**src/logic/console_pkg.sv**
```systemverilog
package console_pkg;

	// ####################################################################
	// widths

	localparam int W_SRAM_ADDR = 18;
	localparam int W_SRAM_DATA = 16;
	localparam int W_BUS = 32;
	localparam int W_STRB = W_BUS / 8;
	localparam int W_RESP = 2;
	localparam int N_BTN = 5;
	localparam int N_LED = 8;

	typedef logic [W_SRAM_ADDR-1:0] sram_addr_t; // halfword address
	typedef logic [W_SRAM_DATA-1:0] sram_data_t;
	typedef logic [W_BUS-1:0] bus_addr_t;
	typedef logic [W_BUS-1:0] bus_data_t;
	typedef logic [W_STRB-1:0] bus_strb_t;
	typedef logic [W_RESP-1:0] bus_resp_t;
	typedef logic [N_BTN-1:0] btn_t; // up, down, left, right, a
	typedef logic [N_LED-1:0] led_t;

	// ####################################################################
	// address map and responses

	localparam bus_addr_t SRAM_BASE = 32'h0000_0000;
	localparam bus_addr_t GPIO_BASE = 32'h8000_0000;
	localparam bus_addr_t GPIO_OUT_OFS = 32'h0; // bit 0 user led
	localparam bus_addr_t GPIO_IN_OFS = 32'h4; // buttons, read only

	localparam bus_resp_t RESP_OKAY = 2'b00;
	localparam bus_resp_t RESP_DECERR = 2'b11;

	// timing
	localparam int RESET_STRETCH = 16;
	localparam int SRAM_WAIT = 2; // strobe cycles per halfword
	localparam int SRAM_RD_WAIT = SRAM_WAIT + 2; // plus phy return delay

	typedef logic [$clog2(RESET_STRETCH+1)-1:0] rst_cnt_t;
	typedef logic [$clog2(SRAM_RD_WAIT+1)-1:0] wait_cnt_t;

	typedef struct packed {
		sram_addr_t addr;
		sram_data_t dq_out;
		logic dq_oe;
		logic we_n;
		logic oe_n;
		logic [1:0] byte_n; // [0] low byte
	} sram_ctrl_s;

	typedef struct packed {
		logic up;
		logic down;
		logic left;
		logic right;
		logic a;
	} pad_in_s;

	typedef enum logic [1:0] {IDLE, SRAM_LO, SRAM_HI, RESP} ctrl_state_e;

endpackage

```
**src/logic/reset_gen.sv**
```systemverilog
module reset_gen (
	input  logic clk_sys,
	input  logic rst_n,
	output logic rst_sys_n
);

	logic [1:0] rst_sync;
	console_pkg::rst_cnt_t cnt;

	always_ff @(posedge clk_sys) begin
		rst_sync <= {rst_sync[0], rst_n};
	end

	// stretch gives the block rams time to come up after configuration
	always_ff @(posedge clk_sys) begin
		if (!rst_sync[1]) begin
			cnt <= '0;
			rst_sys_n <= 1'b0;
		end else if (cnt != console_pkg::rst_cnt_t'(console_pkg::RESET_STRETCH)) begin
			cnt <= cnt + 1'b1;
			rst_sys_n <= 1'b0;
		end else begin
			rst_sys_n <= 1'b1; // count reached, release
		end
	end

endmodule

```
**config.mk**
```make
export PLATFORM = sky130hd
export DESIGN_NAME = reset_gen
export DESIGN_NICKNAME = d
export VERILOG_FILES = /design/src/logic/console_pkg.sv /design/src/logic/reset_gen.sv
export SDC_FILE = /design/constraint.sdc
export NUM_CORES = 1
export LEC_CHECK = 0
export BUFFER_PORTS_ARGS = -buffer_cell sky130_fd_sc_hd__buf_2
export CAP_MARGIN = 25
export CORE_AREA = 2 2 39 41
export DETAILED_ROUTE_END_ITERATION = 8
export DIE_AREA = 0 0 41 43
export SYNTH_ARGS = -nofsm -noshare
export SYNTH_HDL_FRONTEND = slang
export SYNTH_SLANG_ARGS = --single-unit
```
**constraint.sdc**
```tcl
create_clock -name clk_sys -period 3.6 [get_ports clk_sys]
set_clock_uncertainty 0.2 [all_clocks]
set_input_delay 0.18 -clock clk_sys [delete_from_list [all_inputs] [get_ports clk_sys]]
set_output_delay 0.18 -clock clk_sys [all_outputs]
set_load 0.01 [all_outputs]
```
Word-level counts from Yosys, hierarchy flattened
Cells that the tools add are included.
{"block": "totals", "register_bits": 8, "latchBits": 0, "ram_bits": 0, "rom_bits": 0, "in_bits": 2, "output_inout_bits": 1, "elab_cells": 6, "n_memories": 0}
{"block": "op_classes", "add_sub_neg": 1, "multipliers": 0, "n_div": 0, "magnitude_cmp": 0, "eq_ne": 1, "n_shift": 0, "muxes": 1, "bitwise": 0, "n_reduce_logical": 0}
{"operator": "adder 5 x 1 -> 5 bit (second input constant)", "count": 1}
{"operator": "!= test 5 bit (second input constant)", "count": 1}
{"operator": "two-way mux 1 bit", "count": 1}

Longest topological paths before layout
{"block": "logic_depth", "word_depth": 2, "mapped_depth": 4}

Worst setup path after synthesis
No wires, ideal clock.
{"block": "synth_path", "path_type": "register -> register", "from": "reg cnt[0]", "to": "reg cnt[3]", "setup_ns": 0.087, "arrival_time_ns": 1.048, "setup_slack_ns": 2.264, "stages_incl_launch_ff": 5, "synth_period_minus_slack_ns": 1.336, "cell_sequence": "dfxtp_1 inv_1 ha_1 and4bb_4 nor4_4"}
{"block": "synth_between", "elab_chain_cells": 1, "elab_cells_between_ends": 2}
{"element": "start: declaration", "line": "reset_gen.sv:8", "source": "console_pkg::rst_cnt_t cnt;"}
{"element": "start signal: assignment", "line": "reset_gen.sv:20", "source": "cnt <= cnt + 1'b1;"}
{"element": "adder 5 x 1 -> 5 bit / != test 5 bit (equally long branches)", "line": "reset_gen.sv:20, reset_gen.sv:19"}
Several ways; a longest one is shown, not always the timed one.
A chain may end at the register's enable or synchronous reset.

Worst setup path after layout
Ends and elaborated chain as after synthesis.

==> results.sh <==
export IMPL_status="finished clean"
export IMPL_numClockSinks=8
export IMPL_hold_viol=0
export IMPL_gp_congestion=0.693
export IMPL_num_vias=224
export IMPL_nets=42
export IMPL_drt_met1_wl_um=226
export IMPL_ios=3
export IMPL_final_setup_viol_count=0
export IMPL_drc=0
export IMPL_grt_usage=0.0765
export IMPL_grt_max_degree=10
export IMPL_cp_start_kind="flip-flop"
export IMPL_yosysWarnings=0
export IMPL_tightest_slew_ps=348
export IMPL_met2_wirelength_um=248
export IMPL_seqCellArea_um2=160
export IMPL_first_pass_iters=2
export IMPL_netlist_area_um2=337
export IMPL_rr_startpoint="cnt[0]"
export IMPL_io_buffers=2
export IMPL_critPathMaxFanout=6
export IMPL_cts_tree="yes"
export IMPL_drive_above_1_share=0.250
export IMPL_die_w_um=41
export IMPL_rsz0062_at_grt="false"
export IMPL_fin_tns_setup_ps=0
export IMPL_endpoint_kind="flip-flop"
export IMPL_wl_per_cell_um=9.52
export IMPL_start_util=0.243
export IMPL_die_y_um=43
export IMPL_synth_distinct_cells=15
export IMPL_numCtsBuffers=3
export IMPL_worstPathRequired_ps=3560
export IMPL_post_cts_buffers=0
export IMPL_grt_pass1_wl_um=814
export IMPL_met3RoutedLength_um=10
export IMPL_dp_final_hpwl_um=355
export IMPL_cap_violations=0
export IMPL_clk_path_buf_depth=2
export IMPL_whs_path_depth=0
export IMPL_syn_nets=34
export IMPL_hp_start="rst_sync[0]"
export IMPL_r2r_end="cnt[3]"
export IMPL_grt_overflow=0
export IMPL_multi_input_area_um2=169
export IMPL_nFillCells=144
export IMPL_viasPerCell=4.31
export IMPL_syn2layout_area_growth_pct=18.6
export IMPL_min_to="rst_sync[1]"
export IMPL_synth_cells=30
export IMPL_place_ws_ps=2190
export IMPL_r2r_slack_ps=2170
export IMPL_worstSetupPathType="reg2reg"
export IMPL_drt_iter0_drc=5
export IMPL_finalCriticalPeriod_ps=1430
export IMPL_slew_headroom=0.765
export IMPL_drv_slew=0
export IMPL_p_per_area_mw_per_mm2=440
export IMPL_n_antenna_cell=0
export IMPL_core_area_mm2=0.00138
export IMPL_syn_area_per_cell_um2=11.2
export IMPL_r2r_cells=4
export IMPL_highest_layer="met4"
export IMPL_wl_um=495
export IMPL_crit_arrival_ps=1390
export IMPL_clk_insertion_delay_late_ps=250
export IMPL_max_freq_mhz=700
export IMPL_cts_clk_slew_worst_paths_ps=50
export IMPL_grt_pass1_vias=213
export IMPL_cts_root_buffer="clkbuf_4"
export IMPL_synth_seq_cells=8
export IMPL_period_share=0.397
export IMPL_seq_area_frac_synth=0.476
export IMPL_ir_drop_v=0.000205
export IMPL_hp_class="reg2reg"
export IMPL_setup_ws_ps=2170
export IMPL_leakagePower_nw=0.155
export IMPL_ant_nets=0
export IMPL_antenna_found_initial=0
export IMPL_dieArea_mm2=0.00176
export IMPL_h_tree_depth=1
export IMPL_rows=14
## cell type report
type / instances / share of cell area
tap: 16 / 0.0502
multi-input combinational: 20 / 0.423
clock buffer: 3 / 0.0564
sequential: 8 / 0.401
timing repair buffer: 3 / 0.0502
inverter: 2 / 0.0188
## layer usage
layer,vias up,GRT usage
li1,116,-
met2,2,0.0969
met1,104,0.0777
met5,-,0
met3,2,0.0314
met4,0,0.100
## how the worst max path moves through the flow
stage | end | slack [ps] | start | cells past startpoint
global placement | cnt[3] | 2210 | cnt[0] | 4
global route | cnt[3] | 2100 | cnt[0] | 4
finish | cnt[3] | 2170 | cnt[0] | 4
CTS | cnt[3] | 2170 | cnt[0] | 4
floorplan | cnt[3] | 2260 | cnt[0] | 4
detailed placement | cnt[3] | 2190 | cnt[0] | 4
## cells in the mapped netlist (all sizes together)
master | count | area (um^2)
dfxtp | 8 | 160
nand2 | 4 | 15.0
mux2i | 3 | 30.0
ha | 2 | 25.0
inv | 2 | 7.51
nand2b | 2 | 12.5
a21oi | 1 | 5.00
and2 | 1 | 7.51
and4 | 1 | 10.0
and4bb | 1 | 16.3
nand3 | 1 | 5.00
nor3b | 1 | 7.51
nor4 | 1 | 21.3
o21ai | 1 | 5.00
xnor2 | 1 | 8.76
## what timing repair did
action / CTS / global route
hold buffers: 1 / 0
endpoints found under the hold margin: 1 / 0
resized for setup: 0 / 0
## worst max-delay path: stages, from the launching register on
cell	delay, ps
dfxtp_1	400
inv_1	60
ha_1	190
and4bb_4	230
nor4_4	260
## cells by family after synthesis
logic type      share of synthesized area
simple gates                        0.283
flops                               0.476
mux                                0.0892
compound gates                     0.0297
buf+inv                            0.0223
fa+ha+maj                          0.0743
xor+xnor                           0.0260
## report_power, final
part           internal (W)  switching [W]
Combinational    0.00000610     0.00000488
Clock             0.0000380      0.0000288
Sequential        0.0000929     0.00000506
## state kept, by name, indices dropped and copies added, names as in the netlist
register / cells
cnt: 5
rst_sys_n: 1
rst_sync: 2
## cell usage in the layout, fill, tap and decap left out
| cell type | netlist | layout |
|---|---|---|
| nor4_4 | 1 | 1 |
| nand3_1 | 1 | 1 |
| dfxtp_1 | 8 | 8 |
| clkbuf_4 | 0 | 3 |
| mux2i_1 | 3 | 3 |
| nor3b_1 | 1 | 1 |
| o21ai_0 | 1 | 1 |
| dlygate4sd3_1 | 0 | 1 |
| a21oi_1 | 1 | 1 |
| nand2_1 | 4 | 4 |
| xnor2_1 | 1 | 1 |
| buf_2 | 0 | 2 |
| and4bb_4 | 1 | 1 |
| and4_2 | 1 | 1 |
| nand2b_1 | 2 | 2 |
| and2_2 | 1 | 1 |
| ha_1 | 2 | 2 |
| inv_1 | 2 | 2 |
## stage by stage
stage                      util  hold slack (ps)  instances  total power, W  instance area, um^2
after detailed placement  0.265             84.6         48        0.000110                  367
after global routing      0.288              136         52        0.000185                  399
after CTS                 0.288              135         52        0.000179                  399
after global placement    0.265             84.9         48        0.000109                  367
final                     0.288              131         52        0.000176                  399
after floorplan               -             7.72         30        0.000107                  337
No activity file was read; power rests on OpenSTA's default activity.
