<file path="src/logic/console_pkg.sv">
package console_pkg;

	// ####################################################################
	// widths

	localparam int W_SRAM_ADDR = 18;
	localparam int W_SRAM_DATA = 16;
	localparam int W_BUS = 32;
	localparam int W_STRB = W_BUS / 8;
	localparam int W_RESP = 2;
	localparam int N_BTN = 5;
	localparam int N_LED = 8;

	typedef logic [W_SRAM_ADDR-1:0] sram_addr_t; // halfword address
	typedef logic [W_SRAM_DATA-1:0] sram_data_t;
	typedef logic [W_BUS-1:0] bus_addr_t;
	typedef logic [W_BUS-1:0] bus_data_t;
	typedef logic [W_STRB-1:0] bus_strb_t;
	typedef logic [W_RESP-1:0] bus_resp_t;
	typedef logic [N_BTN-1:0] btn_t; // up, down, left, right, a
	typedef logic [N_LED-1:0] led_t;

	// ####################################################################
	// address map and responses

	localparam bus_addr_t SRAM_BASE = 32'h0000_0000;
	localparam bus_addr_t GPIO_BASE = 32'h8000_0000;
	localparam bus_addr_t GPIO_OUT_OFS = 32'h0; // bit 0 user led
	localparam bus_addr_t GPIO_IN_OFS = 32'h4; // buttons, read only

	localparam bus_resp_t RESP_OKAY = 2'b00;
	localparam bus_resp_t RESP_DECERR = 2'b11;

	// timing
	localparam int RESET_STRETCH = 16;
	localparam int SRAM_WAIT = 2; // strobe cycles per halfword
	localparam int SRAM_RD_WAIT = SRAM_WAIT + 2; // plus phy return delay

	typedef logic [$clog2(RESET_STRETCH+1)-1:0] rst_cnt_t;
	typedef logic [$clog2(SRAM_RD_WAIT+1)-1:0] wait_cnt_t;

	typedef struct packed {
		sram_addr_t addr;
		sram_data_t dq_out;
		logic dq_oe;
		logic we_n;
		logic oe_n;
		logic [1:0] byte_n; // [0] low byte
	} sram_ctrl_s;

	typedef struct packed {
		logic up;
		logic down;
		logic left;
		logic right;
		logic a;
	} pad_in_s;

	typedef enum logic [1:0] {IDLE, SRAM_LO, SRAM_HI, RESP} ctrl_state_e;

endpackage

</file>
<file path="src/logic/gpio_pads.sv">
module gpio_pads (
	input  logic                 clk_sys,
	input  logic                 rst_sys_n,
	input  console_pkg::pad_in_s pads,
	input  logic                 led_load,
	input  logic                 led_value,
	input  logic                 uart_idle,
	output console_pkg::btn_t    btn,
	output logic                 led_state,
	output console_pkg::led_t    led
);

	console_pkg::btn_t pad_meta;
	console_pkg::btn_t pad_sync;
	logic led_user;

	// ####################################################################
	// buttons

	// pads idle high, reset to released
	always_ff @(posedge clk_sys) begin
		if (!rst_sys_n) begin
			pad_meta <= '1;
			pad_sync <= '1;
		end else begin
			pad_meta <= console_pkg::btn_t'(pads);
			pad_sync <= pad_meta;
		end
	end

	assign btn = ~pad_sync; // pressed reads 1

	// ####################################################################
	// leds

	always_ff @(posedge clk_sys) begin
		if (!rst_sys_n)
			led_user <= 1'b0;
		else if (led_load)
			led_user <= led_value;
	end

	assign led_state = led_user;

	assign led = {
		!uart_idle,
		1'b0,       // spare slot
		btn,
		led_user
	};

endmodule

</file>
<file path="config.mk">
export PLATFORM = sky130hd
export DESIGN_NAME = gpio_pads
export DESIGN_NICKNAME = d
export VERILOG_FILES = /design/src/logic/console_pkg.sv /design/src/logic/gpio_pads.sv
export SDC_FILE = /design/constraint.sdc
export NUM_CORES = 1
export LEC_CHECK = 0
export BUFFER_PORTS_ARGS = -buffer_cell sky130_fd_sc_hd__clkbuf_2
export CORE_AREA = 2 2 39 41
export DETAILED_ROUTE_END_ITERATION = 16
export DIE_AREA = 0 0 41 43
export HOLD_SLACK_MARGIN = 0.06
export PLACE_DENSITY = 0.63
export SYNTH_ARGS = -nofsm -noshare
export SYNTH_HDL_FRONTEND = slang
export SYNTH_SLANG_ARGS = --single-unit
</file>
<file path="constraint.sdc">
create_clock -name clk_sys -period 0.8 [get_ports clk_sys]
set_input_delay 0.08 -clock clk_sys [delete_from_list [all_inputs] [get_ports clk_sys]]
set_output_delay 0.08 -clock clk_sys [all_outputs]
set_load 0.01 [all_outputs]
</file>
# Word-level counts from Yosys, hierarchy flattened
# Index checks and enable logic that the tools add are counted.
# Widths: inputs -> output; s select.
[totals]
regBits = 11
latchBits = 0
ram_bits = 0
rom_bits = 0
input_bits = 10
word_cells = 5
n_memories = 0
[classes]
n_addsub = 0
mul = 0
div_mod_pow = 0
magnitude_cmp = 0
n_eq_ne = 0
shifts = 0
muxes = 0
bitwise_logic = 1
n_reduce_logical = 1
[ops]
columns = ["op", "n"]
rows = [
  ["$not 5->5", 1],
  ["$logic_not 1->1", 1],
]

# Longest topological paths before layout
# Gate-level depths: netlist of the first run.
[logic_depth]
ltp_word = 1
depth_mapped = 2
ltp_nobuf = 2

# Worst setup path after synthesis of the first run
# Ideal clock, no wire load.
[synth_path]
path_type = "register to register"
start = "reg led_state (netlist name)"
end = "reg led_user, in the netlist led_state"
setup_ns = 0.117
t_arrival_ns = 0.523
required_ns = 0.683
path_slack_ns = 0.160
path_stages_with_launch = 3
n_path_buf = 0
synth_period_minus_slack_ns = 0.640
cell_sequence = "dfxtp_1 mux2i_1 nor2b_2"
[synth_rtl]
columns = ["element", "line", "source"]
rows = [
  ["to (signal assigned)", "gpio_pads.sv:40", "led_user <= led_value;"],
  ["to (decl)", "gpio_pads.sv:15", "logic led_user;"],
]

# Final worst setup path of the first run
[layout_path]
start = "reg pad_sync[4]"
end = "out led[5]"
[layout_via]
elab_chain_len = 1
[layout_lines]
columns = ["element", "line", "source"]
rows = [
  ["from (decl)", "gpio_pads.sv:14", "console_pkg::btn_t pad_sync;"],
  ["from (signal assigned)", "gpio_pads.sv:27", "pad_sync <= pad_meta;"],
  ["$not 5->5", "gpio_pads.sv:31", "assign btn = ~pad_sync;"],
  ["to (decl)", "gpio_pads.sv:10", "output console_pkg::led_t led"],
]
# Every way passes these cells.

==> results of run 1 <==
## state kept, by name, indices dropped and copies added, names as in the netlist
register,cells
led_state,1
pad_sync,5
pad_meta,5
## layer usage
layer	GRT usage, %	vias to the layer above	routed length [µm]
met5	0	-	0
met4	8.00	0	0
met3	1.57	0	54
met2	10.9	19	259
met1	7.52	114	191
li1	-	146	-
## layout make-up
type	instances	share of cell area [%]
Inverter	6	3.91
Tap cell	16	3.48
Multi-Input combinational cell	13	14.8
Timing Repair Buffer	27	34.3
Clock buffer	4	4.57
Sequential cell	11	38.9
## logic make-up (layout without fill, tap and decap cells)
logic type	Yosys count	count (layout)
buffers and inverters	14	37
DFF	11	11
and+or+nand+nor	11	11
other	1	1
muxes	1	1
## Yosys cell counts
| master | count | area share [%] |
|---|---|---|
| nor2b_2 | 1 | 2.2 |
| nand2b_1 | 10 | 16 |
| buf_4 | 7 | 13 |
| buf_6 | 1 | 2.9 |
| mux2i_1 | 1 | 2.6 |
| dfxtp_1 | 11 | 56 |
| inv_1 | 6 | 5.8 |
| conb_1 | 1 | 0.96 |
## worst paths after layout
kind,startpoint,end,slack (ns),cells past startpoint
setup / recovery,pad_sync[4]$_SDFF_PN1_,led[5],-0.008,2
hold / removal,led_value,led_state$_SDFFE_PN0P_,0.09,3
setup reg to reg,led_state$_SDFFE_PN0P_,led_state$_SDFFE_PN0P_,0.16,2
hold reg to reg,pad_meta[3]$_SDFF_PN1_,pad_sync[3]$_SDFF_PN1_,0.40,1
## metrics by stage
stage | cell area, µm² | instances | hold WS (ns) | utilization, %
2_1_floorplan | 392 | 38 | 0.153 | -
3_3_place_gp | 458 | 68 | 0.262 | 33.1
3_5_place_dp | 458 | 68 | 0.265 | 33.1
4_1_cts | 536 | 77 | 0.0821 | 38.7
5_1_grt | 576 | 77 | 0.114 | 41.6
6_report | 576 | 77 | 0.0919 | 41.6
## worst max-delay path, stage by stage, from the launching register on
cell	delay, ns
dfxtp_1	0.31
inv_1	0.04
buf_2	0.13
## repair_timing
| item | CTS | global route |
|---|---|---|
| hold buffers | 5 | 0 |
| endpoints found under the setup margin | 12 | 12 |
| cloned | 0 | 0 |
| hold endpoints to repair | 5 | 0 |
| gates resized for setup | 1 | 22 |
## power by group
group          switching (W)  leakage [nW]  internal [W]
sequential        0.00000817        0.0909      0.000575
combinational      0.0000518         0.209     0.0000829
clock               0.000158        0.0150      0.000192
total               0.000218         0.314      0.000850
==> out/qor.yml, run 1 <==
worstPathMaxFanout: 2
setup_viol: 7
hold_path_class: "in -> reg"
synthToLayoutAreaGrowth_pct: 47.0
drt_wl_total_um: 505
io_pins: 24
antenna_cells: 0
worst_setup_path_start_kind: "register"
synth_compound_area_share_pct: 0
initial_core_util_pct: 28.3
portBuffers: 22
wl_per_cell_um: 6.56
fp.dieArea_um2: 1760
clock_path_buffers: 2
status: "finished with violations"
regArea_um2: 224
ir_drop_v: 0.000732
synth_seq_cells: 11
p_per_area_nw_per_um2: 1860
synth_nets: 48
synthMuxAreaShare_pct: 2.56
cts_root_buffer: "clkbuf_4"
cts.reportedPaths.clkPinSlew_ns: 0.06
ys_warn_count: 0
ys_types: 8
rsz0062_at_grt: "yes"
drt_iter0_markers: 3
fin_crit_sh_pct: 101
die_y_um: 43
fmax_mhz: 1240
post-cts-setup-buffer-count: 0
cts_htree_levels: 1
syn-cell-area_um2: 392
maxCapViolations: 0
cts_buffers: 3
fin_setup_tns_ns: -0.0178
drive_above_1_share_pct: 50.8
synth_fa_ha_area_share_pct: 0
layout_setup_ws_ns: -0.00770
gp_congestion: 0.581
clk_latency_ns: 0.25
drc_errors: 0
std_cell_rows: 14
viasPerCell: 3.62
grt_start_max_net_pins: 12
worstSetupPathType: "reg -> out"
ant_nets: 0
finalHoldViolations: 0
critPathRequiredTime_ns: 0.72
avgSynthCellArea_um2: 10.3
synth_seq_area_share_pct: 56.2
drv_slew: 0
synth_xor_area_share_pct: 0
cts_sinks: 11
multi_input_area_um2: 85.1
total_power_w: 0.00107
synthCells: 38
synthSimpleGateAreaFrac_pct: 18.2
grt_pass1_vias: 215
arrival_ns: 0.73
antenna_found_initial: 0
dr_total_vias: 279
violations: "setup timing"
design.core.area_um2: 1380
power.leakage_nw: 0.314
nFillCells: 133
overflow: 0
final_cell_mix: "nand2b_1, clkbuf_2, dfxtp_1"
die_width_um: 41
drt_first_pass_iters: 3
nets: 72
fin_crit_ns: 0.808
dp_slack_ns: 0.184
cts_tree: "built"
cp-end-kind: "primary output"
grt_usage_pct: 7.37
clock_skew_ns: 0.00124
grt_pass1_wl_um: 828
synth_top_family_by_area: "buffers and inverters"
Power figures use the tool's default switching activity.
==> inputs of run 2 (changes only) <==
--- a/config.mk
+++ b/config.mk
@@ -5,12 +5,13 @@
 export SDC_FILE = /design/constraint.sdc
 export NUM_CORES = 1
 export LEC_CHECK = 0
+export ABC_AREA = 1
 export BUFFER_PORTS_ARGS = -buffer_cell sky130_fd_sc_hd__clkbuf_2
 export CORE_AREA = 2 2 39 41
 export DETAILED_ROUTE_END_ITERATION = 16
 export DIE_AREA = 0 0 41 43
 export HOLD_SLACK_MARGIN = 0.06
-export PLACE_DENSITY = 0.63
+export PLACE_DENSITY = 0.64
 export SYNTH_ARGS = -nofsm -noshare
 export SYNTH_HDL_FRONTEND = slang
 export SYNTH_SLANG_ARGS = --single-unit
==> run 2 against run 1 <==
  * The run still ends with setup timing left
  * Combinational power about the same
  * Synthesized area grew 3.2%
  * Maximum frequency up 0.18%
  * Sequential share of layout area decreased by 0.67 points
  * Worst setup slack improved by 0.0015 ns
  * Clock-buffer cell count is the same
  * Die area unchanged
  * Routed wire length is 3.0% higher
  * First-iteration DRC count unchanged
  * Clock power up 2%
  * Non-clock buffer count is 1 higher
==> out/qor.yml, run 2 <==
status: "finished with violations"
violations: "setup timing"
overflow: 0  # unchanged
dr_total_vias: 324  # +16%
worstSetupPathType: "reg -> out"
finalHoldViolations: 0  # unchanged
drv_slew: 0  # unchanged
maxCapViolations: 0  # unchanged
design.core.area_um2: 1380  # unchanged
syn-cell-area_um2: 404  # +3.2%
rrSetupSlack_ns: 0.24  # +0.08 ns
synth_most_common_cell: "inv_1"
nFillCells: 145  # +9.0%
power_frac_comb_pct: 12.6  # about the same
min-delay-start: "led_value"
cts_root_buffer: "clkbuf_4"
post-cts-setup-buffer-count: 0  # unchanged
place_hpwl_um: 386
ir_drop_v: 0.000748  # +2.2%
critPathRequiredTime_ns: 0.72  # about the same
clock_skew_ns: 0.000596  # -0.000645 ns
drt_iter0_markers: 3  # unchanged
ys.flop_type: "dfxtp_1"
intPower_w: 0.000843  # -0.79%
cts_buffers: 3  # unchanged
setup_viol: 10  # +3
worst_hold_path.endpoint: "led_state$_SDFFE_PN0P_"
synth_common_cells: "inv_1, nand2_1, dfxtp_1"
regArea_um2: 224  # unchanged
grt_pass1_wl_um: 738  # -11%
clock_path_buffers: 2  # unchanged
ys_warn_count: 0  # unchanged
drt_wl_total_um: 520  # +3.0%
clockPowerShare_pct: 33.1  # +0.3 points
drt_first_pass_iters: 4  # +1
clk_latency_ns: 0.26  # about the same
p_per_area_nw_per_um2: 1840  # -1.0%
fp.dieArea_um2: 1760  # unchanged
io_pins: 24  # unchanged
hold_depth: 5  # +2
grt_start_max_net_pins: 12  # unchanged
std_cell_rows: 14  # unchanged
total_power_w: 0.00108  # +0.70%
cts_tree: "built"
grt_pass1_vias: 218  # +1.4%
multi_input_area_um2: 56.3  # -34%
wl_per_cell_um: 5.71  # -13%
drc_errors: 0  # unchanged
fin_crit_ns: 0.806  # -0.00147 ns
power.leakage_nw: 0.385  # +23%
reg2reg_from: "led_state$_SDFFE_PN0P_"
synth_seq_cells: 11  # unchanged
die_width_um: 41  # unchanged
layout_setup_ws_ns: -0.00624  # +0.00147 ns
gp_congestion: 0.627  # +8.0%
initial_core_util_pct: 29.2  # +0.90 points
drive_above_1_share_pct: 40.0  # -11 points
fmax_mhz: 1240  # +0.18%
reg2reg_to: "led_state$_SDFFE_PN0P_"
cts.reportedPaths.clkPinSlew_ns: 0.06  # about the same
synth_area_leader_cell: "dfxtp_1"
ys_types: 7  # -1
synth_nets: 61  # +27%
seqPwrFrac_pct: 54.3  # -0.3 points
viasPerCell: 3.56  # -1.7%
instances_no_fill: 91  # +18%
final_cell_mix: "inv_1, nand2_1, clkbuf_2"
layout_commonest_cell: "inv_1"
antenna_cells: 0  # unchanged
synth_seq_area_share_pct: 54.5  # -1.7 points
worst_setup_path_start_kind: "register"
synth_edf_count: 0  # unchanged
async_reset_ff_share_pct: 0  # unchanged
switching_power_w: 0.000232  # +6.5%
cts_htree_levels: 1  # unchanged
worstPathMaxFanout: 2  # unchanged
hold_path_class: "in -> reg"
fin_crit_sh_pct: 101  # -0.18 points
arrival_ns: 0.73  # about the same
synthToLayoutAreaGrowth_pct: 44.9
synthCells: 51  # +34%
dp.cells: 81  # +19%
nets: 86  # +19%
synth_area_leaders: "dfxtp_1, inv_1, buf_4"
swShare_pct: 21.6  # +1.2 points
grt_usage_pct: 6.48  # -0.88 points
final_area_um2: 586  # +1.7%
ant_nets: 0  # unchanged
synth_top_area_share_pct: 54.5  # -1.7 points
fin_setup_tns_ns: -0.0410  # -0.0232 ns
cp-end-kind: "primary output"
die_y_um: 43  # unchanged
rsz0062_at_grt: "yes"
dpl_cell_area_um2: 470  # +2.7%
avgSynthCellArea_um2: 7.92  # -23%
dp_slack_ns: 0.243  # +0.0598 ns
portBuffers: 22  # unchanged
worstRegToRegCells: 2  # unchanged
cts_sinks: 11  # unchanged
antenna_found_initial: 0  # unchanged
run 2: worst max path at each step:
stage | startpoint | to | slack [ns] | cells after the start
CTS | pad_sync[0]$_SDFF_PN1_ | btn[0] | -0.03 | 2
detailed placement | led_state$_SDFFE_PN0P_ | led_state$_SDFFE_PN0P_ | 0.24 | 2
global placement | led_state$_SDFFE_PN0P_ | led_state$_SDFFE_PN0P_ | 0.25 | 2
global route | pad_sync[2]$_SDFF_PN1_ | btn[2] | -0.04 | 2
floorplan | led_state$_SDFFE_PN0P_ | led[0] | 0.21 | 1
finish | pad_sync[3]$_SDFF_PN1_ | btn[3] | -0.006 | 2
run 2: layer usage:
| layer | wire length (µm) | up-vias | global-route usage (%) | share of wire [%] |
|---|---|---|---|---|
| met5 | 0 | - | 0 | 0 |
| met4 | 0 | 0 | 2.00 | 0 |
| met3 | 77 | 0 | 6.28 | 15 |
| met2 | 229 | 25 | 9.69 | 44 |
| met1 | 212 | 126 | 5.96 | 41 |
| li1 | - | 173 | - | - |
run 2: stage by stage:
step	hold slack (ns)	utilization, %
final	0.0863	42.3
after global routing	0.111	42.3
after CTS	0.0808	40.3
after detailed placement	0.256	34.0
after global placement	0.255	34.0
after floorplan	0.165	-
run 2: power groups by stage:
stage          Combinational [W]  Clock (W)  Sequential, W
3_5_place_dp            0.000104          0       0.000595
6_report                0.000136   0.000356       0.000584
2_1_floorplan          0.0000763          0       0.000595
3_3_place_gp            0.000102          0       0.000594
4_1_cts                 0.000127   0.000375       0.000583
5_1_grt                 0.000156   0.000394       0.000586
run 2: cell type report:
cell class,instances,area share (%)
tap,16,3.42
sequential,11,38.2
clock buffer,4,4.49
timing repair buffer,28,33.3
inverter,17,10.9
multi-input combinational,15,9.62
run 2: worst max-delay path, stage by stage (launching register included):
cell and delay [ns]:
dfxtp_1 0.31, inv_1 0.04, buf_2 0.13
run 2: cell families (layout without fill, tap and decap cells):
family / after synthesis / in the layout / share of synthesized area, %
buffers and inverters: 25 / 49 / 31.6
and+or+nand+nor: 14 / 14 / 13.0
DFF: 11 / 11 / 54.5
other: 1 / 1 / 0.928
run 2: timing repair:
action	4_1_cts	5_1_grt
hold endpoints to repair	6	0
hold buffers	6	0
gates resized for setup	1	20
pin swaps	0	0
endpoints found under the setup margin	12	12
