==> config.mk <==
export PLATFORM = sky130hd
export DESIGN_NAME = bus_ctrl
export DESIGN_NICKNAME = d
export VERILOG_FILES = /design/src/logic/console_pkg.sv /design/src/logic/bus_ctrl.sv
export SDC_FILE = /design/constraint.sdc
export NUM_CORES = 1
export LEC_CHECK = 0
export ABC_CLOCK_PERIOD_IN_PS = 2900
export BUFFER_PORTS_ARGS = -buffer_cell sky130_fd_sc_hd__buf_2
export CAP_MARGIN = 20
export CORE_UTILIZATION = 35
export DETAILED_ROUTE_END_ITERATION = 12
export PLACE_DENSITY = 0.64
export SLEW_MARGIN = 20
export SYNTH_ARGS = -nofsm -noshare
export SYNTH_HDL_FRONTEND = slang
export SYNTH_SLANG_ARGS = --single-unit
==> constraint.sdc <==
create_clock -name clk_sys -period 2.9 [get_ports clk_sys]
set_input_delay 0.435 -clock clk_sys [delete_from_list [all_inputs] [get_ports clk_sys]]
set_output_delay 0.435 -clock clk_sys [all_outputs]
set_load 0.01 [all_outputs]
==> src/logic/console_pkg.sv <==
package console_pkg;

	// ####################################################################
	// widths

	localparam int W_SRAM_ADDR = 18;
	localparam int W_SRAM_DATA = 16;
	localparam int W_BUS = 32;
	localparam int W_STRB = W_BUS / 8;
	localparam int W_RESP = 2;
	localparam int N_BTN = 5;
	localparam int N_LED = 8;

	typedef logic [W_SRAM_ADDR-1:0] sram_addr_t; // halfword address
	typedef logic [W_SRAM_DATA-1:0] sram_data_t;
	typedef logic [W_BUS-1:0] bus_addr_t;
	typedef logic [W_BUS-1:0] bus_data_t;
	typedef logic [W_STRB-1:0] bus_strb_t;
	typedef logic [W_RESP-1:0] bus_resp_t;
	typedef logic [N_BTN-1:0] btn_t; // up, down, left, right, a
	typedef logic [N_LED-1:0] led_t;

	// ####################################################################
	// address map and responses

	localparam bus_addr_t SRAM_BASE = 32'h0000_0000;
	localparam bus_addr_t GPIO_BASE = 32'h8000_0000;
	localparam bus_addr_t GPIO_OUT_OFS = 32'h0; // bit 0 user led
	localparam bus_addr_t GPIO_IN_OFS = 32'h4; // buttons, read only

	localparam bus_resp_t RESP_OKAY = 2'b00;
	localparam bus_resp_t RESP_DECERR = 2'b11;

	// timing
	localparam int RESET_STRETCH = 16;
	localparam int SRAM_WAIT = 2; // strobe cycles per halfword
	localparam int SRAM_RD_WAIT = SRAM_WAIT + 2; // plus phy return delay

	typedef logic [$clog2(RESET_STRETCH+1)-1:0] rst_cnt_t;
	typedef logic [$clog2(SRAM_RD_WAIT+1)-1:0] wait_cnt_t;

	typedef struct packed {
		sram_addr_t addr;
		sram_data_t dq_out;
		logic dq_oe;
		logic we_n;
		logic oe_n;
		logic [1:0] byte_n; // [0] low byte
	} sram_ctrl_s;

	typedef struct packed {
		logic up;
		logic down;
		logic left;
		logic right;
		logic a;
	} pad_in_s;

	typedef enum logic [1:0] {IDLE, SRAM_LO, SRAM_HI, RESP} ctrl_state_e;

endpackage

==> src/logic/bus_ctrl.sv <==
module bus_ctrl (
	input  logic                    clk_sys,
	input  logic                    rst_sys_n,

	input  console_pkg::bus_addr_t  awaddr,
	input  logic                    awvalid,
	output logic                    awready,
	input  console_pkg::bus_data_t  wdata,
	input  console_pkg::bus_strb_t  wstrb,
	input  logic                    wvalid,
	output logic                    wready,
	output console_pkg::bus_resp_t  bresp,
	output logic                    bvalid,
	input  logic                    bready,
	input  console_pkg::bus_addr_t  araddr,
	input  logic                    arvalid,
	output logic                    arready,
	output console_pkg::bus_data_t  rdata,
	output console_pkg::bus_resp_t  rresp,
	output logic                    rvalid,
	input  logic                    rready,

	output console_pkg::sram_ctrl_s sram_cmd,
	input  console_pkg::sram_data_t sram_rd,
	input  console_pkg::btn_t       btn,
	output logic                    led_load,
	output logic                    led_value,
	input  logic                    led_state
);

	console_pkg::ctrl_state_e state;
	console_pkg::wait_cnt_t cnt;
	console_pkg::wait_cnt_t phase_last;
	logic is_write;
	console_pkg::bus_resp_t resp_q;

	logic [console_pkg::W_SRAM_ADDR-2:0] word_q; // word index
	console_pkg::bus_data_t wdata_q;
	console_pkg::bus_strb_t wstrb_q;
	console_pkg::bus_data_t rdata_q;

	logic idle, wr_hs, rd_hs, phase_end;
	console_pkg::bus_addr_t dec_addr;
	logic hit_sram, hit_out, hit_in;
	logic [1:0] strb_pair;

	// ####################################################################
	// handshake and decode

	assign idle = state == console_pkg::IDLE;
	assign wr_hs = idle && awvalid && wvalid; // writes win
	assign rd_hs = idle && arvalid && !(awvalid || wvalid);

	assign awready = wr_hs;
	assign wready = wr_hs;
	assign arready = rd_hs;

	assign dec_addr = wr_hs ? awaddr : araddr;
	assign hit_sram = dec_addr[31:20] == console_pkg::SRAM_BASE[31:20];
	assign hit_out = {dec_addr[31:2], 2'b00} == console_pkg::GPIO_BASE + console_pkg::GPIO_OUT_OFS;
	assign hit_in = {dec_addr[31:2], 2'b00} == console_pkg::GPIO_BASE + console_pkg::GPIO_IN_OFS;

	assign led_load = wr_hs && hit_out && wstrb[0];
	assign led_value = wdata[0];

	assign phase_last = is_write ? console_pkg::wait_cnt_t'(console_pkg::SRAM_WAIT) :
		console_pkg::wait_cnt_t'(console_pkg::SRAM_RD_WAIT);
	assign phase_end = cnt == phase_last;

	// ####################################################################
	// state machine

	always_ff @(posedge clk_sys) begin
		if (!rst_sys_n) begin
			state <= console_pkg::IDLE;
			cnt <= '0;
			is_write <= 1'b0;
			resp_q <= console_pkg::RESP_OKAY;
		end else begin
			case (state)
				console_pkg::IDLE: begin
					cnt <= '0;
					if (wr_hs || rd_hs) begin
						is_write <= wr_hs;
						// input register writes are dropped but answer okay
						resp_q <= (hit_sram || hit_out || hit_in) ?
							console_pkg::RESP_OKAY : console_pkg::RESP_DECERR;
						state <= hit_sram ? console_pkg::SRAM_LO : console_pkg::RESP;
					end
				end
				console_pkg::SRAM_LO, console_pkg::SRAM_HI: begin
					if (phase_end) begin
						cnt <= '0;
						state <= (state == console_pkg::SRAM_LO) ?
							console_pkg::SRAM_HI : console_pkg::RESP;
					end else begin
						cnt <= cnt + 1'b1;
					end
				end
				default: begin
					if (is_write ? bready : rready)
						state <= console_pkg::IDLE;
				end
			endcase
		end
	end

	always_ff @(posedge clk_sys) begin
		if (wr_hs || rd_hs) begin
			word_q <= dec_addr[18:2]; // bit 19 aliases
			wdata_q <= wdata;
			wstrb_q <= wstrb;
			if (hit_in)
				rdata_q <= console_pkg::bus_data_t'(btn);
			else if (hit_out)
				rdata_q <= console_pkg::bus_data_t'(led_state);
			else
				rdata_q <= '0;
		end else if (!is_write && phase_end) begin
			if (state == console_pkg::SRAM_LO)
				rdata_q[15:0] <= sram_rd;
			else if (state == console_pkg::SRAM_HI)
				rdata_q[31:16] <= sram_rd;
		end
	end

	assign bvalid = state == console_pkg::RESP && is_write;
	assign rvalid = state == console_pkg::RESP && !is_write;
	assign bresp = resp_q;
	assign rresp = resp_q;
	assign rdata = rdata_q;

	// ####################################################################
	// sram command that the phy registers again

	assign strb_pair = (state == console_pkg::SRAM_HI) ? wstrb_q[3:2] : wstrb_q[1:0];

	always_comb begin
		sram_cmd.addr = {word_q, state == console_pkg::SRAM_HI};
		sram_cmd.dq_out = (state == console_pkg::SRAM_HI) ? wdata_q[31:16] : wdata_q[15:0];
		sram_cmd.dq_oe = 1'b0;
		sram_cmd.we_n = 1'b1;
		sram_cmd.oe_n = 1'b1;
		sram_cmd.byte_n = 2'b11;
		if (state == console_pkg::SRAM_LO || state == console_pkg::SRAM_HI) begin
			if (is_write) begin
				sram_cmd.dq_oe = 1'b1;
				sram_cmd.we_n = !(cnt < console_pkg::SRAM_WAIT); // last cycle is hold
				sram_cmd.byte_n = ~strb_pair;
			end else begin
				sram_cmd.oe_n = 1'b0;
				sram_cmd.byte_n = 2'b00;
			end
		end
	end

endmodule

=== Word level (Yosys, flattened, before mapping) ===
Index checks and enable logic that the tools add are counted.
W data, S select, Z words.

* Register bits after elaboration: 93
* Input bits: 129
* Output and inout port bits: 82
* Word-level logic and storage cells: 75

* $add $sub $neg: 1
* Magnitude comparators: 1
* Equality and inequality tests: 9
* Multiplexer cells: 25
* Bitwise logic cells: 1
* Reductions and logical operators: 29

{| class="wikitable"
|+ Operators by type and width
! kind !! count
|-
| $mux W32 || 3
|-
| $mux W16 || 4
|-
| $eq A30 B30 Y1 const B || 2
|-
| $mux W2 || 8
|-
| $logic_not A12 Y1 || 1
|-
| $mux W5 || 2
|-
| $logic_and A1 B1 Y1 || 9
|-
| $reduce_bool A2 Y1 || 4
|-
| $mux W3 || 2
|-
| $pmux W3 S2 || 1
|-
| $reduce_and A3 Y1 || 2
|-
| $logic_or A1 B1 Y1 || 5
|-
| $eq A2 B2 Y1 const B || 2
|-
| $mux W1 || 4
|-
| $ne A2 B2 Y1 const B || 2
|-
| $pmux W2 S2 || 1
|-
| $reduce_and A2 Y1 || 2
|-
| $add A3 B1 Y3 const B || 1
|-
| $eq A3 B3 Y1 || 1
|-
| $logic_not A1 Y1 || 3
|-
| $lt A3 B2 Y1 const B || 1
|-
| $reduce_bool A3 Y1 || 1
|-
| $eq A2 B1 Y1 const B || 1
|-
| $logic_not A2 Y1 || 1
|-
| other kinds (3) || 3
|}

=== Depth between registers and ports, before layout ===
Gate-level depths: netlist (run 1).

* Word-level depth: 8
* Gate-level depth with buffers: 9
* Mapped depth without buffers: 8

=== Least setup slack after synthesis (run 1) ===
Ideal clock, no wire load.

* Kind: input -> register
* Start: input port awvalid
* End: register rdata_q[16] (netlist: rdata[16]), enable pin
* Data arrival time: 2.198 ns
* Required time: 2.512 ns
* Slack: 0.314 ns
* Cell stages on the path: 5
* Buffers on the path: 0
* Path through: nor3b_1 > o21ai_1 > inv_2 > a21oi_1 > nor2_1

* Longest elaborated chain between the ends: 6

{| class="wikitable"
|+ Ends and longest elaborated chain
! element !! RTL line !! text
|-
| start: declaration || bus_ctrl.sv:6 || <nowiki>input logic awvalid,</nowiki>
|-
| $logic_or A1 B1 Y1 || bus_ctrl.sv:52 || <nowiki>assign rd_hs = idle && arvalid && !(awvalid || wvalid);</nowiki>
|-
| $logic_not A1 Y1 || bus_ctrl.sv:52 ||
|-
| $logic_and A1 B1 Y1 || bus_ctrl.sv:52 ||
|-
| $logic_or A1 B1 Y1 * || bus_ctrl.sv:109 || <nowiki>if (wr_hs || rd_hs) begin</nowiki>
|-
| $ne A2 B2 Y1 (no line) or $reduce_bool A2 Y1 (tied branches) || -- ||
|-
| $reduce_and A3 Y1 (no line) * || -- ||
|-
| end signal: assignment || bus_ctrl.sv:114 || <nowiki>rdata_q <= console_pkg::bus_data_t'(btn);</nowiki>
|-
| end signal: assignment || bus_ctrl.sv:116 || <nowiki>rdata_q <= console_pkg::bus_data_t'(led_state);</nowiki>
|-
| end signal: assignment || bus_ctrl.sv:123 || <nowiki>rdata_q[31:16] <= sram_rd;</nowiki>
|-
| end: declaration || bus_ctrl.sv:40 || <nowiki>console_pkg::bus_data_t rdata_q;</nowiki>
|}

Every way passes the cells marked *; elsewhere a longest branch is shown, timed or not.
A chain may end at the register's enable or synchronous reset.

=== Final worst setup path (run 1) ===
* Start: register state[0]
* End: output port led_load

* Longest elaborated chain between the ends: 7

{| class="wikitable"
|+ Ends and longest elaborated chain
! element !! RTL line !! text
|-
| start: declaration || bus_ctrl.sv:31 || <nowiki>console_pkg::ctrl_state_e state;</nowiki>
|-
| start signal: assignment || bus_ctrl.sv:75 || <nowiki>state <= console_pkg::IDLE;</nowiki>
|-
| start signal: assignment || bus_ctrl.sv:88 || <nowiki>state <= hit_sram ? console_pkg::SRAM_LO : console_pkg::RESP;</nowiki>
|-
| start signal: assignment || bus_ctrl.sv:94 || <nowiki>state <= (state == console_pkg::SRAM_LO) ?</nowiki>
|-
| $logic_not A2 Y1 * || bus_ctrl.sv:50 || <nowiki>assign idle = state == console_pkg::IDLE;</nowiki>
|-
| $logic_and A1 B1 Y1 * (2 in a row) || bus_ctrl.sv:51 || <nowiki>assign wr_hs = idle && awvalid && wvalid;</nowiki>
|-
| $mux W32 || bus_ctrl.sv:58 || <nowiki>assign dec_addr = wr_hs ? awaddr : araddr;</nowiki>
|-
| $eq A30 B30 Y1 || bus_ctrl.sv:60 || <nowiki>assign hit_out = {dec_addr[31:2], 2'b00} == console_pkg::GPIO_BASE + console_pkg::GPIO_OUT_OFS;</nowiki>
|-
| $logic_and A1 B1 Y1 * (2 in a row) || bus_ctrl.sv:63 || <nowiki>assign led_load = wr_hs && hit_out && wstrb[0];</nowiki>
|-
| end: declaration || bus_ctrl.sv:26 || <nowiki>output logic led_load,</nowiki>
|}

Marked as above.

==> results of run 1 <==
==> metrics by stage <==
| stage | std cells | total power, mW | util, % | instance area [um^2] | hold WS [ns] |
|---|---|---|---|---|---|
| CTS | 647 | 3.96 | 48.9 | 5300 | 0.228 |
| detailed placement | 631 | 2.95 | 46.7 | 5070 | 0.493 |
| global placement | 631 | 2.91 | 46.7 | 5070 | 0.476 |
| floorplan | 294 | 2.47 | - | 3890 | 0.465 |
| global route | 647 | 4.12 | 49.0 | 5320 | 0.221 |
| finish | 647 | 3.91 | 49.0 | 5320 | 0.251 |
==> worst register-to-register path, stage by stage (launching register included) <==
cell and delay [ns]:
dfxtp_1 0.35, inv_1 0.10, ha_2 0.28, nand3_4 0.15, inv_2 0.14, nand4_1 0.11
a22oi_1 0.25, nand4_1 0.34, o21bai_1 0.27
==> area by class of cell <==
class | instances | area (um^2)
Timing Repair Buffer | 212 | 1080
Multi-Input combinational cell | 180 | 1110
Sequential cell | 92 | 2690
Fill cell | 1023 | 5530
Clock inverter | 6 | 103
Clock buffer | 10 | 128
Tap cell | 140 | 175
Inverter | 7 | 26.3
==> how the worst min path moves through the flow <==
stage / from / endpoint / slack (ns) / cells past startpoint
finish: wdata[9] / wdata_q[9] / 0.25 / 1
global route: wdata[9] / wdata_q[9] / 0.22 / 1
CTS: wdata[9] / wdata_q[9] / 0.23 / 1
detailed placement: state[0] / state[0] / 0.49 / 2
global placement: state[0] / state[0] / 0.48 / 2
floorplan: state[0] / state[0] / 0.46 / 2
==> cell families (layout without fill, tap and decap cells) <==
logic type	count (synthesis)	after routing
simple gates	132	132
flops	92	92
compound gates	23	23
buf+inv	22	235
mux	20	20
fa+ha+maj	5	5
==> cell usage in the layout (no fill, tap or decap), types with 2 or more instances in the layout <==
| cell type | n |
|---|---|
| o21ai_0 | 2 |
| or3_1 | 2 |
| edfxtp_1 | 85 |
| bufinv_16 | 3 |
| a21boi_0 | 3 |
| a21oi_1 | 2 |
| nand3_1 | 4 |
| clkinv_1 | 2 |
| mux2_2 | 16 |
| nor4_1 | 11 |
| clkbuf_8 | 9 |
| nor4b_1 | 2 |
| nor3b_1 | 2 |
| o21bai_1 | 5 |
| nor2_1 | 8 |
| nand4_1 | 4 |
| mux2i_1 | 4 |
| buf_4 | 5 |
| buf_2 | 206 |
| inv_1 | 5 |
| o21ai_1 | 3 |
| nand2b_1 | 2 |
| dfxtp_1 | 7 |
| nand3b_1 | 2 |
| inv_2 | 2 |
| nand2_1 | 65 |
| nor3_1 | 3 |
| and2_1 | 22 |
| ha_1 | 4 |
==> metal layers <==
metal / up-vias / wire, um / GRT usage [%]
met5: - / 0 / 0
met4: 0 / 316 / 9.49
met3: 23 / 730 / 4.00
met2: 158 / 4940 / 30.2
met1: 1402 / 3880 / 19.6
li1: 1475 / - / -
==> registers in the layout, summed over array words and instances, names as in the netlist <==
| name | flops |
|---|---|
| is_write | 1 |
| wstrb_q | 4 |
| rdata | 32 |
| bresp | 1 |
| state | 2 |
| cnt | 3 |
| word_q | 17 |
| wdata_q | 32 |
==> Yosys cell counts (4+ instances only) <==
master    number  area [um^2]
edfxtp_1      85         2550
ha_1           5         62.6
buf_4          5         37.5
nand4_1        4         25.0
mux2_2        16          180
clkbuf_1       6         22.5
nand2_1       65          244
nor4_1        11         68.8
mux2i_1        4         40.0
nor2_1         8         30.0
inv_1          5         18.8
dfxtp_1        7          140
nand3_1        5         25.0
o21bai_1       5         37.5
and2_1        22          138
==> power by group through the flow <==
stage               clock, mW  combinational [mW]  sequential (mW)
floorplan                   0               0.517             1.95
finish                   1.01                1.06             1.85
CTS                      1.03                1.06             1.86
detailed placement          0                1.06             1.89
global placement            0                1.04             1.87
global route             1.08                1.16             1.88
==> timing repair <==
action	4_1_cts	5_1_grt
gates cloned	0	0
hold buffers	0	0
setup endpoints to repair	1	1
resized for setup	1	4
==> metrics.txt, run 1 <==
status=complete, no violations; Most used DFF post-synth=edfxtp_1; Slew Viols, Final=0; Post-Synth Simple-Gate Area=16.7%; Max transition margin=50.4%; Area growth syn-to-layout=36.5%; Initial Utilization=35.9%; worst min path class=in2reg; Nets=636; synth unique cells=40; first-pass detailed-route iteration total=5; Pleak=2.30 nW; fmax=0.385 GHz; Logic pwr share=27.0%; pwr dens=736 nW/um^2; Max-cap violations=0; crit path capture=led_load; xor/xnor share of the synthesized area=0%; drt via density=4.73; cell count after synthesis=294; Antenna Cells=0; row count=38; root buffer cell=clkbuf_8; CP top delay family=simple AND/OR/NAND/NOR gates; initial antenna violation count=0; Port Buf Inserts=206; CORE AREA=10800 um^2; crit path time final=2.60 ns; worst reg2reg startpoint=state[0]; Synth warnings=0; final setup TNS=0 ns; Setup Slack @ Placement=0.414 ns; routed wire length=9870 um; number of flops mapped to enable cells by yosys=85; Crit path buffers/inverters=3; Final setup viols=0; worst path required time=2.47 ns; switching fraction of total power=29.0%; adder-cell share of the synthesized area=1.61%; clock slew at reported path FFs=0.09 ns; WP depth=9; drt wl/cell=15.3 um; largest net degree at the start of global routing=42; first-pass GRT wire length=14700 um; routed via count=3058; Peak supply drop=0.000246 V; async set-reset flop share out of synthesis=0%; post-synthesis compound-gate area fraction=4.24%; FF-to-FF End=rdata[0]; Clk Latency, worst-skew pair=0.35 ns; max incr delay on CP=0.35 ns; Final Hold Vio Count=0; Die Area=11500 um^2; Int Pwr=2.78 mW; Slowest-stage cell, CP=dfxtp_1; cell area after synthesis=3890 um^2; clock tree sinks=92; share of layout cells above drive strength 1=48.7%; Max clock buf depth=2; Worst Skew=0.00640 ns; Clk pwr share=25.7%; Flop pwr share=47.4%; H-Tree Depth=3; setup ws final=0.300 ns; Post-CTS Setup Repair Bufs=0; placer congestion estimate=0.871; io pins=211; worst setup path startpoint=state[0]; Initial DRC Count=117; GRT Residual Overflow=0; Die Y=107 um; CP Launch Type=flop; type of the worst setup path=reg2out; Sw Pwr=1.13 mW; gr usage total=17.4%; sequential fraction of the synthesis area=69.2%; Net Count, Synth=428; Die Width=107 um; number of buffers created by CTS=9; R2R setup slack=0.75 ns; clock tree from TritonCTS=yes; worst r2r path cells=8; vias in the first global route=3003; DRC Markers=0; RSZ-0062 raised after global routing=false; maximum fanout along the worst path=9; Slew @ Worst Pin=0.742 ns; crit path DAT=2.16 ns; cell-by-cell trace of the critical path=inv_1 -> ha_2 -> nand3_4 -> inv_2 -> nand4_1 -> a22oi_1 -> nand3_1 -> nor4_1 -> buf_2; Mapped Avg Cell Area=13.2 um^2; multiplexer area fraction after synthesis=5.66%; main combinational cell family by area after synthesis=simple AND/OR/NAND/NOR gates; Tcrit/Tclk final=89.6%; Post-DRT Antenna Nets=0; Critical Path End Type=primary output; HPWL after DPL=7510 um; register bit count reported by yosys=92
Note: power is estimated with default switching activity, not from simulation.
==> run 2, diff against run 1 <==
--- a/config.mk
+++ b/config.mk
@@ -11,6 +11,7 @@
 export CORE_UTILIZATION = 35
 export DETAILED_ROUTE_END_ITERATION = 12
 export PLACE_DENSITY = 0.64
+export SETUP_SLACK_MARGIN = 0.5
 export SLEW_MARGIN = 20
 export SYNTH_ARGS = -nofsm -noshare
 export SYNTH_HDL_FRONTEND = slang
==> run 2 against run 1 <==
  * Worst setup slack better by 0.22 ns
  * Utilization is 1.3 points higher
  * Global-route usage up 0.12 points
  * Clock skew rose by 0.0080 ns
  * Wire length up 1.7%
  * Sequential share of layout area is 1.3 points lower
  * Hold slack lost 0.0059 ns
  * Register-to-register slack better by 0.08 ns
  * First-iteration DRC count shrank 21%
==> metrics.txt, run 2 (synthesized netlist as in run 1, its figures left out) <==
status=complete, no violations; root buffer cell=clkbuf_8; H-Tree Depth=3 (unchanged); Slew Viols, Final=0 (unchanged); vias in the first global route=3046 (+1.4%); routed wire length=10000 um (+1.7%); commonest non-fill, non-tap cell in the layout=buf_2; crit path time final=2.38 ns (-0.220 ns); Die Y=107 um (unchanged); Die Width=107 um (unchanged); Final setup viols=0 (unchanged); non-filler cells, final=658 (+1.7%); cell-by-cell trace of the critical path=inv_2 -> ha_4 -> nand3_4 -> clkinv_4 -> nand4_1 -> a22oi_2 -> nand3_2 -> nor4_2 -> buf_2; CP Launch Type=flop; routed via count=3124 (+2.2%); Max clock buf depth=2 (unchanged); Peak supply drop=0.000270 V (+9.8%); worst min path class=in2reg; Post-Place Cells=633 (+0.32%); Clk Latency, worst-skew pair=0.36 ns (about the same); Port Buf Inserts=206 (unchanged); Post-Layout Inst Area=5460 um^2 (+2.7%); first-pass GRT wire length=14900 um (+0.79%); hold_ws=0.245 ns (-0.00594 ns); Area growth syn-to-layout=40.2%; post-layout util=50.4% (+1.3 points); Placed Instance Area=5080 um^2 (+0.35%); Pleak=2.36 nW (+2.6%); initial antenna violation count=0 (unchanged); Clk pwr share=25.4% (-0.3 points); Die Area=11500 um^2 (unchanged); Int Pwr=2.85 mW (+2.5%); worst path required time=2.47 ns (about the same); Sw Pwr=1.16 mW (+2.3%); io pins=211 (unchanged); type of the worst setup path=reg2out; Slew @ Worst Pin=0.724 ns (-0.0182 ns); Final Hold Vio Count=0 (unchanged); Antenna Cells=0 (unchanged); drt wl/cell=15.3 um (about the same); share of layout cells above drive strength 1=51.7% (+3.0 points); worst reg2reg startpoint=state[0]; clock tree sinks=92 (unchanged); Flop pwr share=46.1% (-1.3 points); most frequent cells in the layout=206 x buf_2, 85 x edfxtp_1, 65 x nand2_1; max incr delay on CP=0.33 ns (-0.02 ns); placer congestion estimate=0.838 (-3.8%); row count=38 (unchanged); clock tree from TritonCTS=yes; Slowest-stage cell, CP=dfxtp_2; FILL cells=981 (-4.1%); Logic pwr share=28.5% (+1.5 points); Critical Path End Type=primary output; Initial Utilization=35.9% (unchanged); Max transition margin=51.6% (+1.2 points); gr usage total=17.5% (+0.12 points); largest net degree at the start of global routing=25 (-40%); DRC Markers=0 (unchanged); first-pass detailed-route iteration total=4 (-1); CORE AREA=10800 um^2 (unchanged); switching fraction of total power=28.9% (-0.045 points); crit path DAT=1.94 ns (-0.22 ns); Worst Skew=0.0144 ns (+0.00795 ns); Crit path buffers/inverters=3 (unchanged); GRT Residual Overflow=0 (unchanged); Tcrit/Tclk final=82.1% (-7.6 points); CP top delay family=simple AND/OR/NAND/NOR gates; pwr dens=734 nW/um^2 (-0.27%); worst setup path startpoint=state[0]; Initial DRC Count=93 (-21%); number of buffers created by CTS=9 (unchanged); clock slew at reported path FFs=0.09 ns (about the same); fmax=0.420 GHz (+9.2%); HPWL after DPL=7610 um (+1.3%); RSZ-0062 raised after global routing=true; Max-cap violations=0 (unchanged); Post-DRT Antenna Nets=0 (unchanged); worst min-delay path startpoint=wdata[9]; hold_buf cts=0 (unchanged); drt via density=4.75 (+0.45%); maximum fanout along the worst path=8 (-1); final setup TNS=0 ns (unchanged); Nets=647 (+1.7%)
[run 2: cell types whose count changed in the layout (fill, tap and decap cells not counted), sizes merged]
cell	change
clkinvlp	+1
buf	+11
clkbuf	+2
inv	-1
clkinv	-2
[run 2: area by class of cell]
class	instances	area [um^2]	share of cell area [%]
Sequential cell	92	2700	49.4
Multi-Input combinational cell	180	1150	21.1
Clock inverter	4	97.6	1.79
Tap cell	140	175	3.21
Timing Repair Buffer	223	1170	21.5
Inverter	7	31.3	0.573
Clock buffer	12	135	2.48
[run 2: per-stage QoR]
stage                     setup WS, ns  total power, mW
after floorplan                  0.543             2.47
after CTS                        0.415             4.03
after global routing             0.436             4.22
final                            0.520             4.01
after detailed placement         0.387             2.96
after global placement           0.425             2.93
[run 2: per-layer routing]
layer	global-route usage (%)	up-vias	part of all wire, %
li1	-	1503	-
met1	19.8	1423	39
met2	29.1	166	49
met3	4.36	32	7.8
met4	11.7	0	4.4
met5	0	-	0
[run 2: power groups by stage]
| stage | Clock [mW] | Combinational (mW) | Sequential [mW] |
|---|---|---|---|
| 6_report | 1.02 | 1.14 | 1.85 |
| 5_1_grt | 1.09 | 1.26 | 1.87 |
| 4_1_cts | 1.04 | 1.14 | 1.85 |
| 3_5_place_dp | 0 | 1.08 | 1.88 |
| 3_3_place_gp | 0 | 1.05 | 1.87 |
| 2_1_floorplan | 0 | 0.519 | 1.95 |
[run 2: path summary, 6_finish.rpt]
kind | depth (start not counted) | endpoint | slack (ns)
worst max-delay path | 9 | led_load | 0.52
worst max register to register | 10 | rdata[23] | 0.83
worst min-delay path | 1 | wdata_q[9] | 0.24
worst min register to register | 2 | cnt[1] | 0.55
[run 2: what timing repair did]
action,in CTS,in global routing
setup endpoints to repair,1,1
pin swaps,5,4
resized for setup,16,5
buffers inserted,5,4
[run 2: worst register-to-register path: stages (launching register included)]
cell     delay (ns)
dfxtp_2        0.33
inv_2          0.08
ha_4           0.16
buf_4          0.10
buf_4          0.11
o21ai_1        0.06
buf_4          0.20
inv_2          0.28
a21oi_1        0.09
nor2_2         0.09
buf_4          0.25
